--- config.mk ---
export PLATFORM = sky130hd
export DESIGN_NAME = dz_timer_top
export DESIGN_NICKNAME = d
export VERILOG_FILES = /design/src/logic/dz_ctrl_pkg.sv /design/src/logic/dz_disp_pkg.sv /design/src/logic/dz_cmd_decode.sv /design/src/logic/dz_countdown.sv /design/src/logic/dz_show.sv /design/src/logic/dz_timer_top.sv
export VERILOG_INCLUDE_DIRS = /design/src /design/src/logic
export SDC_FILE = /design/constraint.sdc
export NUM_CORES = 1
export LEC_CHECK = 0
export ABC_CLOCK_PERIOD_IN_PS = 4700
export BUFFER_PORTS_ARGS = -buffer_cell sky130_fd_sc_hd__buf_2
export CAP_MARGIN = 20
export CORE_MARGIN = 8
export CORE_UTILIZATION = 59
export DETAILED_ROUTE_END_ITERATION = 7
export GPL_TIMING_DRIVEN = 0
export MAX_ROUTING_LAYER = met4
export PLACE_DENSITY_LB_ADDON = 0.25
export SETUP_SLACK_MARGIN = 0.15
export SLEW_MARGIN = 25
export SYNTH_ARGS = -nofsm -noshare
export SYNTH_HDL_FRONTEND = slang
export SYNTH_SLANG_ARGS = --single-unit
--- constraint.sdc ---
create_clock -name clk -period 4.7 [get_ports clk]
set_input_delay 0.235 -clock clk [delete_from_list [all_inputs] [get_ports clk]]
set_output_delay 0.235 -clock clk [all_outputs]
set_load 0.02 [all_outputs]
--- src/logic/dz_macros.svh ---
`ifndef DZ_MACROS_SVH
`define DZ_MACROS_SVH

// Digit loaded by a start pulse.
`define DZ_START_DIGIT 5

// Dot matrix size.
`define DZ_ROWS 8
`define DZ_COLS 8

`endif

--- src/logic/dz_ctrl_pkg.sv ---
package dz_ctrl_pkg;

    // One command per cycle leaves the decode register.
    typedef enum logic [1:0]
    {
        CMD_NONE  = 2'd0,
        CMD_START = 2'd1,
        CMD_STOP  = 2'd2,
        CMD_TICK  = 2'd3
    } dz_cmd_e;

    typedef enum logic [1:0]
    {
        ST_IDLE = 2'd0,
        ST_RUN  = 2'd1,
        ST_DONE = 2'd2
    } dz_state_e;

    // Countdown record handed from the state machine to the display.
    typedef struct packed
    {
        dz_state_e  state;
        logic [2:0] digit;
    } dz_digit_t;

endpackage

--- src/logic/dz_disp_pkg.sv ---
package dz_disp_pkg;

`include "dz_macros.svh"

    // Yellow lights both the red and the green LED of a dot.
    typedef enum logic [1:0]
    {
        COL_OFF    = 2'd0,
        COL_RED    = 2'd1,
        COL_GREEN  = 2'd2,
        COL_YELLOW = 2'd3
    } dz_color_e;

    // One scanned row of the matrix as it leaves the output register.
    typedef struct packed
    {
        logic [`DZ_ROWS-1:0] row;
        logic [`DZ_COLS-1:0] colr;
        logic [`DZ_COLS-1:0] colg;
    } dz_row_t;

endpackage

--- src/logic/dz_cmd_decode.sv ---
`timescale 1ns/100ps

module dz_cmd_decode
    import dz_ctrl_pkg::*;
(
    input  logic    clk,
    input  logic    rst,
    input  logic    start,
    input  logic    stop,
    input  logic    tick,
    output dz_cmd_e cmd
);

    // Start beats stop, and stop beats tick.
    always_ff @(posedge clk or posedge rst)
    begin
        if (rst)
        begin
            cmd <= CMD_NONE;
        end
        else if (start)
        begin
            cmd <= CMD_START;
        end
        else if (stop)
        begin
            cmd <= CMD_STOP;
        end
        else if (tick)
        begin
            cmd <= CMD_TICK;
        end
        else
        begin
            cmd <= CMD_NONE;
        end
    end

    // A command never outlives its pulse.
    a_cmd_one_cycle: assert property (
        @(posedge clk) disable iff (rst)
        !(start || stop || tick) |=> (cmd == CMD_NONE)
    );

endmodule

--- src/logic/dz_countdown.sv ---
`timescale 1ns/100ps

`include "dz_macros.svh"

module dz_countdown
    import dz_ctrl_pkg::*;
(
    input  logic      clk,
    input  logic      rst,
    input  dz_cmd_e   cmd,
    output dz_digit_t digit
);

    // ==============================
    // Countdown FSM
    // ==============================

    always_ff @(posedge clk or posedge rst)
    begin
        if (rst)
        begin
            digit.state <= ST_IDLE;
            digit.digit <= 3'd0;
        end
        else
        begin
            case (cmd)
                CMD_START:
                begin
                    digit.state <= ST_RUN;
                    digit.digit <= 3'(`DZ_START_DIGIT);
                end
                CMD_STOP:
                begin
                    digit.state <= ST_IDLE;
                    digit.digit <= 3'd0;
                end
                CMD_TICK:
                begin
                    // Idle and done ignore the tick.
                    if (digit.state == ST_RUN)
                    begin
                        digit.digit <= digit.digit - 3'd1;
                        if (digit.digit == 3'd1)
                        begin
                            digit.state <= ST_DONE;
                        end
                    end
                end
                default:
                begin
                    digit <= digit;
                end
            endcase
        end
    end

    // ==============================
    // Checks
    // ==============================

    a_digit_range: assert property (
        @(posedge clk) disable iff (rst)
        digit.digit <= 3'(`DZ_START_DIGIT)
    );

    a_done_zero: assert property (
        @(posedge clk) disable iff (rst)
        (digit.state == ST_DONE) |-> (digit.digit == 3'd0)
    );

    a_idle_zero: assert property (
        @(posedge clk) disable iff (rst)
        (digit.state == ST_IDLE) |-> (digit.digit == 3'd0)
    );

endmodule

--- src/logic/dz_show.sv ---
`timescale 1ns/100ps

`include "dz_macros.svh"

module dz_show
    import dz_ctrl_pkg::*, dz_disp_pkg::*;
(
    input  logic                clk,
    input  logic                rst,
    input  dz_digit_t           digit,
    output logic [`DZ_ROWS-1:0] row,
    output logic [`DZ_COLS-1:0] colr,
    output logic [`DZ_COLS-1:0] colg
);

    localparam int SCAN_W = $clog2(`DZ_ROWS);

    dz_digit_t           dig_q;
    logic [SCAN_W-1:0]   scan;
    dz_color_e           color;
    logic [`DZ_COLS-1:0] glyph;
    logic [`DZ_ROWS-1:0] row_next;
    dz_row_t             out_q;

    // Glyph bitmaps packed with row 7 in the top byte; row 0 stays blank.
    function automatic logic [`DZ_COLS-1:0] glyph_byte(
        input logic [2:0]        d,
        input logic [SCAN_W-1:0] r
    );
        logic [`DZ_ROWS*`DZ_COLS-1:0] rows;
        case (d)
            3'd5:    rows = 64'h3C66_0606_7C60_7E00;
            3'd4:    rows = 64'h0C0C_7E4C_2C1C_0C00;
            3'd3:    rows = 64'h3C66_061C_0666_3C00;
            3'd2:    rows = 64'h7E30_180C_0666_3C00;
            3'd1:    rows = 64'h3C18_1818_1838_1800;
            3'd0:    rows = 64'h3C66_6676_6E66_3C00;
            default: rows = '0;
        endcase
        return rows[r*`DZ_COLS +: `DZ_COLS];
    endfunction

    // ==============================
    // Digit and scan registers
    // ==============================

    always_ff @(posedge clk or posedge rst)
    begin
        if (rst)
        begin
            dig_q.state <= ST_IDLE;
            dig_q.digit <= 3'd0;
        end
        else
        begin
            dig_q <= digit;
        end
    end

    // Starts at 1 because the output register already holds row 0 out of reset.
    always_ff @(posedge clk or posedge rst)
    begin
        if (rst)
        begin
            scan <= SCAN_W'(1);
        end
        else if (scan == SCAN_W'(`DZ_ROWS - 1))
        begin
            scan <= '0;
        end
        else
        begin
            scan <= scan + SCAN_W'(1);
        end
    end

    // ==============================
    // Colour and glyph lookup
    // ==============================

    always_comb
    begin
        if (dig_q.state == ST_IDLE)
        begin
            color = COL_OFF;
        end
        else if (dig_q.digit >= 3'd4)
        begin
            color = COL_RED;
        end
        else if (dig_q.digit != 3'd0)
        begin
            color = COL_GREEN;
        end
        else
        begin
            color = COL_YELLOW;
        end
    end

    assign glyph = glyph_byte(dig_q.digit, scan);

    always_comb
    begin
        row_next = '0;
        row_next[scan] = 1'b1;
    end

    always_ff @(posedge clk or posedge rst)
    begin
        if (rst)
        begin
            out_q.row  <= `DZ_ROWS'(1);
            out_q.colr <= '0;
            out_q.colg <= '0;
        end
        else
        begin
            out_q.row  <= row_next;
            out_q.colr <= (color == COL_RED || color == COL_YELLOW) ? glyph : '0;
            out_q.colg <= (color == COL_GREEN || color == COL_YELLOW) ? glyph : '0;
        end
    end

    assign row  = out_q.row;
    assign colr = out_q.colr;
    assign colg = out_q.colg;

    a_row_onehot: assert property (
        @(posedge clk) disable iff (rst)
        $onehot(row)
    );

    // A count that has just entered the run state begins at the start digit.
    a_start_red: assert property (
        @(posedge clk) disable iff (rst)
        (dig_q.state == ST_RUN && $past(dig_q.state) != ST_RUN)
            |-> (dig_q.digit == 3'(`DZ_START_DIGIT))
    );

    // Zero is only ever shown once the count has finished.
    a_yellow_both: assert property (
        @(posedge clk) disable iff (rst)
        (color == COL_YELLOW) |-> (dig_q.state == ST_DONE)
    );

endmodule

--- src/logic/dz_timer_top.sv ---
`timescale 1ns/100ps

`include "dz_macros.svh"

module dz_timer_top
    import dz_ctrl_pkg::*;
(
    input  logic                clk,
    input  logic                rst,
    input  logic                start,
    input  logic                stop,
    input  logic                tick,
    output logic [`DZ_ROWS-1:0] row,
    output logic [`DZ_COLS-1:0] colr,
    output logic [`DZ_COLS-1:0] colg
);

    dz_cmd_e   cmd;
    dz_digit_t digit;

    dz_cmd_decode u_decode (
        .clk   (clk),
        .rst   (rst),
        .start (start),
        .stop  (stop),
        .tick  (tick),
        .cmd   (cmd)
    );

    dz_countdown u_countdown (
        .clk   (clk),
        .rst   (rst),
        .cmd   (cmd),
        .digit (digit)
    );

    dz_show u_show (
        .clk   (clk),
        .rst   (rst),
        .digit (digit),
        .row   (row),
        .colr  (colr),
        .colg  (colg)
    );

endmodule

# Yosys cells after proc, flatten, opt, wreduce, memory -nomap -nowiden
# Index checks and enable logic that the tools add are counted.
totals:
  word_cells: 55
  out_inout_bits: 24
  regBits: 39
classes:
  n_lt_le_gt_ge: 3
  n_eq_ne: 16
  muxes: 15
  n_reduce_logical: 9
  add_sub_neg: 2
  shift: 1
ops:
  columns: ["operator", "n"]
  rows:
  - ["$pmux W63 S6", 1]
  - ["$shiftx A64 B7 Y8", 1]
  - ["$mux W8", 2]
  - ["$pmux W5 S3", 1]
  - ["$mux W2", 6]
  - ["$eq A3 B3 Y1 const B", 3]
  - ["$eq A2 B2 Y1 const B", 4]
  - ["$eq A2 B1 Y1 const B", 3]
  - ["$eq A3 B1 Y1 const B", 2]
  - ["$eq A3 B2 Y1 const B", 2]
  - ["$reduce_bool A3 Y1", 2]
  - ["$mux W5", 1]
  - ["$lt A3 B4 Y1 const B", 1]
  - ["$ne A2 B1 Y1 const B", 2]
  - ["$add A3 B1 Y3 const B", 1]
  - ["$demux W1 S3", 1]
  - ["$ge A3 B1 Y1 const B", 1]
  - ["$ge A3 B3 Y1 const B", 1]
  - ["$logic_not A3 Y1", 1]
  - ["$mux W3", 1]
  - ["$reduce_and A3 Y1", 1]
  - ["$sub A3 B1 Y3 const B", 1]
  - ["$logic_not A2 Y1", 1]
  - ["$logic_or A1 B1 Y1", 2]
  - ["3 further kinds", 4]

# Longest topological paths before layout
depth:
  word_depth: 7
  depth_mapped: 6

# Cells and area by module
# A second synthesis with hierarchy kept.
unflattened:
  hier_cells: 175
  hier_area_um2: 1771.7
by_module_without_submodules:
  columns: ["module", "instances", "area_each_um2", "cells_each"]
  rows:
  - ["dz_show", 1, 1407.6, 137]
  - ["dz_countdown", 1, 291.5, 31]
  - ["dz_cmd_decode", 1, 72.6, 7]

# Worst setup path before layout
# OpenSTA, ideal clock, no wires.
synth_path:
  kind: "flip-flop to flip-flop"
  start: "reg u_show.scan[0]"
  end: "reg, netlist name u_show.colr[1]"
  n_path_buf: 2
  t_required_ns: 4.604
  setup_ns: 0.096
  path_slack_ns: 3.156
  t_arrival_ns: 1.448
  path_stages_with_launch: 7
  path_cell_list: "dfstp_2 -> buf_2 -> buf_2 -> nor2b_1 -> o21ai_1 -> a2111o_1 -> o31ai_1"
synth_via:
  elab_chain_len: 2
synth_rtl:
  columns: ["item", "line_no", "rtl"]
  rows:
  - ["start: declaration", "dz_show.sv:19", "logic [SCAN_W-1:0] scan;"]
  - ["start signal: assignment", "dz_show.sv:73", "scan <= scan + SCAN_W'(1);"]
  - ["$shiftx A64 B7 Y8", "dz_show.sv:40", "return rows[r*`DZ_COLS +: `DZ_COLS];"]
  - ["$mux W8", "dz_show.sv:120", "out_q.colr <= (color == COL_RED || color == COL_YELLOW) ? glyph : '0;"]
# No other way between the ends.
# A chain may end at the register's enable or synchronous reset.

# Final worst setup path
layout_path:
  start: "reg u_show.scan[0]"
  end: "reg, netlist name u_show.colr[1]"
layout_via:
  elab_chain_len: 2
layout_rtl:
  columns: ["item", "line_no"]
  rows:
  - ["$shiftx A64 B7 Y8", "dz_show.sv:40"]
  - ["$mux W8", "dz_show.sv:120"]
# No other way between the ends.

==> impl_metrics.tcl <==
set metrics [dict create \
    ys_warn_count 0 \
    holdWs_ps -11.6 \
    required_ps 4950 \
    final_cells 243 \
    cp_max_fo 10 \
    tns_ps 0 \
    synth_cell_types 47 \
    antenna_found_initial 0 \
    fin_util_pct 70.6 \
    grt_overflow 0 \
    max_cap_viol_count 0 \
    portBuffers 24 \
    root_buffer "clkbuf_4" \
    vdd_ir_drop_max_mv 0.322 \
    ant_nets 0 \
    rsz0062_at_grt "no" \
    die_area_um2 4910 \
    r2r-start "u_show.scan[0]" \
    post-route-period-util_pct 36.7 \
    final_nets 220 \
    synthTopCellsByCount "dfrtp_1, nor2_1, a21oi_1, inv_1, nand2_1" \
    power_frac_clock_pct 24.7 \
    worstMarginPinSlew_ps 697 \
    power_switching_share_pct 31.4 \
    fmaxAchievable_mhz 580 \
    synth-main-ff-cell "dfrtp_1" \
    ctsResizeCount 0 \
    initial_core_util_pct 62.5 \
    synth_area_leader_cell "dfrtp_1" \
    grt_pass1_wl_mm 6.06 \
    drv_slew 0 \
    htree_levels 2 \
    hold_path_class "in -> async" \
    worstReg2RegEnd "u_show.colr[1]" \
    reg2reg_depth 6 \
    via_count 1375 \
    hold_viol 27 \
    grt_max_degree 36 \
    worst_setup_path_end_kind "flip-flop" \
    synth-seq-area-share_pct 51.0 \
    n_fill_cell 233 \
    synth_cells 177 \
    comb_power_share_pct 22.2 \
    cts_tree "yes" \
    dr.pass1.iters 4 \
    synth.area.top_cells "dfrtp_1, nor2_1, a21oi_1, dfstp_2, ha_1" \
    synth_edf_count 0 \
    crit_path_cell_trace "buf_2 -> buf_2 -> a21oi_1 -> o21ai_0 -> o211ai_1 -> o31ai_1" \
    io_pins 29 \
    die_w_um 70.0 \
    drt_iter0_drc 84 \
    drive_gt1_share_pct 24.5 \
    yosysMostFrequentCell "dfrtp_1" \
    setup_viol 0 \
    post-route-min-period_ps 1720 \
    clkLatencyLatePin_ps 340 \
    power.net_switching_mw 0.197 \
    cts_hold_buf 0 \
    cp_slowest_cell "dfstp_2" \
    cts.path.max_buffers 2 \
    run_status "finished with violations" \
    clock_skew_ps 10.9 \
    clock-sinks 35 \
    dieHeight_um 70.0 \
    leakage_nw 1.03 \
    dp_hpwl_mm 2.64 \
    synthToLayoutAreaGrowth_pct 13.0 \
    grt.busiest_layer "met2" \
    maxSlewHeadroom_pct 53.5 \
    grt_pass1_vias 1334 \
    insertedDiodeCount 0 \
    power_density_nw_per_um2 323 \
    rows 19 \
    met2_usage_pct 26.0 \
    grtUsageMet3_pct 6.07 \
    ys_ff_latch 35 \
    r2r_setup_slack_ps 2980 \
    gp_congestion 0.932 \
    crit_path_frequent_cell "buf_2" \
    grt.met1_usage_pct 15.7 \
    grtUsageTotal_pct 15.5 \
    critPathMaxStageDelay_ps 540 \
    avgSynthCellArea_um2 9.73 \
    drc 0 \
    netlist_area_um2 1720 \
    p_seq_share_pct 53.1 \
    violations "negative hold slack" \
    routed_wl_mm 3.60 \
    cts_buffers 5 \
    cp-start-kind "flip-flop" \
    path_class "reg -> reg" \
    intPower_mw 0.431 \
    clk_pin_slew_ps 110 \
    dp_cells 235 \
    viasPerCell 5.66 \
    async_flop_share_pct 100 \
    arrival_ps 1970 \
    coreArea_um2 2760 \
    post_drt_wl_per_cell_um 14.8 \
    post-cts-setup-buffers 0 \
    synth_top_cell_area_share_pct 47.9 \
]
layout by cell type (no fill, tap or decap), drive strengths merged, types with 2 or more instances in the layout:
cell,synthesis,final
nor2,18,18
ha,4,4
buf,13,37
o31ai,4,4
and3,2,2
or3,2,2
xor2,2,2
o22ai,2,2
dfstp,2,2
a21oi,12,12
and2,2,2
nor3,4,4
nor2b,5,5
inv,12,12
nand2b,8,8
o21ai,11,11
o211ai,2,2
or2,2,2
nor3b,3,3
dfrtp,33,33
nand2,9,9
clkbuf,3,9
conb,1,4
per-layer routing:
metal | up-vias | routed length [um] | share of wire (%)
met5 | - | 0 | 0
met3 | 9 | 237 | 6.6
met1 | 651 | 1460 | 41
li1 | 666 | - | -
met4 | 0 | 94 | 2.6
met2 | 49 | 1810 | 50
how the worst max path moves through the flow:
stage	slack (ps)	from	endpoint	cells after the start
global route	2810	u_show.dig_q[2]	u_show.colg[4]	4
finish	2980	u_show.scan[0]	u_show.colr[1]	6
CTS	2990	u_show.scan[0]	u_show.colr[1]	6
global placement	3030	u_show.scan[0]	u_show.colr[1]	6
floorplan	3160	u_show.scan[0]	u_show.colr[1]	6
detailed placement	3020	u_show.scan[0]	u_show.colr[1]	6
stage by stage:
stage | hold slack, ps | setup slack, ps | total power, mW | instance area [um2]
after global placement | 381 | 3030 | 0.471 | 1890
after floorplan | 301 | 3160 | 0.445 | 1730
after CTS | 6.36 | 2990 | 0.631 | 1950
after detailed placement | 382 | 3020 | 0.477 | 1890
after global routing | 35.7 | 2810 | 0.666 | 1950
final | -11.6 | 2980 | 0.629 | 1950
registers in the layout, summed over array words and instances (netlist names):
| signal | cells |
|---|---|
| u_show.dig_q | 5 |
| u_countdown.digit | 5 |
| u_show.row | 8 |
| u_show.colg | 6 |
| u_show.scan | 3 |
| u_decode.cmd | 2 |
| u_show.colr | 6 |
final cells by class:
| class | instances | area [um2] | area share, % |
|---|---|---|---|
| tap | 31 | 38.8 | 1.99 |
| multi-input combinational | 117 | 719 | 37.0 |
| inverter | 12 | 45.0 | 2.31 |
| clock inverter | 2 | 12.5 | 0.643 |
| sequential | 35 | 878 | 45.1 |
| buffer | 16 | 91.3 | 4.69 |
| clock buffer | 6 | 41.3 | 2.12 |
| timing repair buffer | 24 | 120 | 6.17 |
cells by family after synthesis:
kind of cell	Yosys count	synth area share (%)
compound gates	45	17.1
xor+xnor	3	1.53
fa+ha+maj	4	2.90
buf+inv	28	7.92
flops	35	51.0
mux	1	0.581
other cells	1	0.218
simple gates	60	18.8
power by group through the flow:
stage               registers [mW]  logic [mW]  clock network (mW)
CTS                          0.333       0.138               0.160
global placement             0.338       0.132                   0
detailed placement           0.340       0.138                   0
global route                 0.336       0.156               0.174
finish                       0.334       0.140               0.156
floorplan                    0.335       0.110                   0
critical path, delay by kind of cell (launching register included):
| family | cells | cell delay (ps) |
|---|---|---|
| buf+inv | 2 | 420 |
| compound gates | 4 | 680 |
| flops | 1 | 540 |
Note: power is estimated with default switching activity, not from simulation.
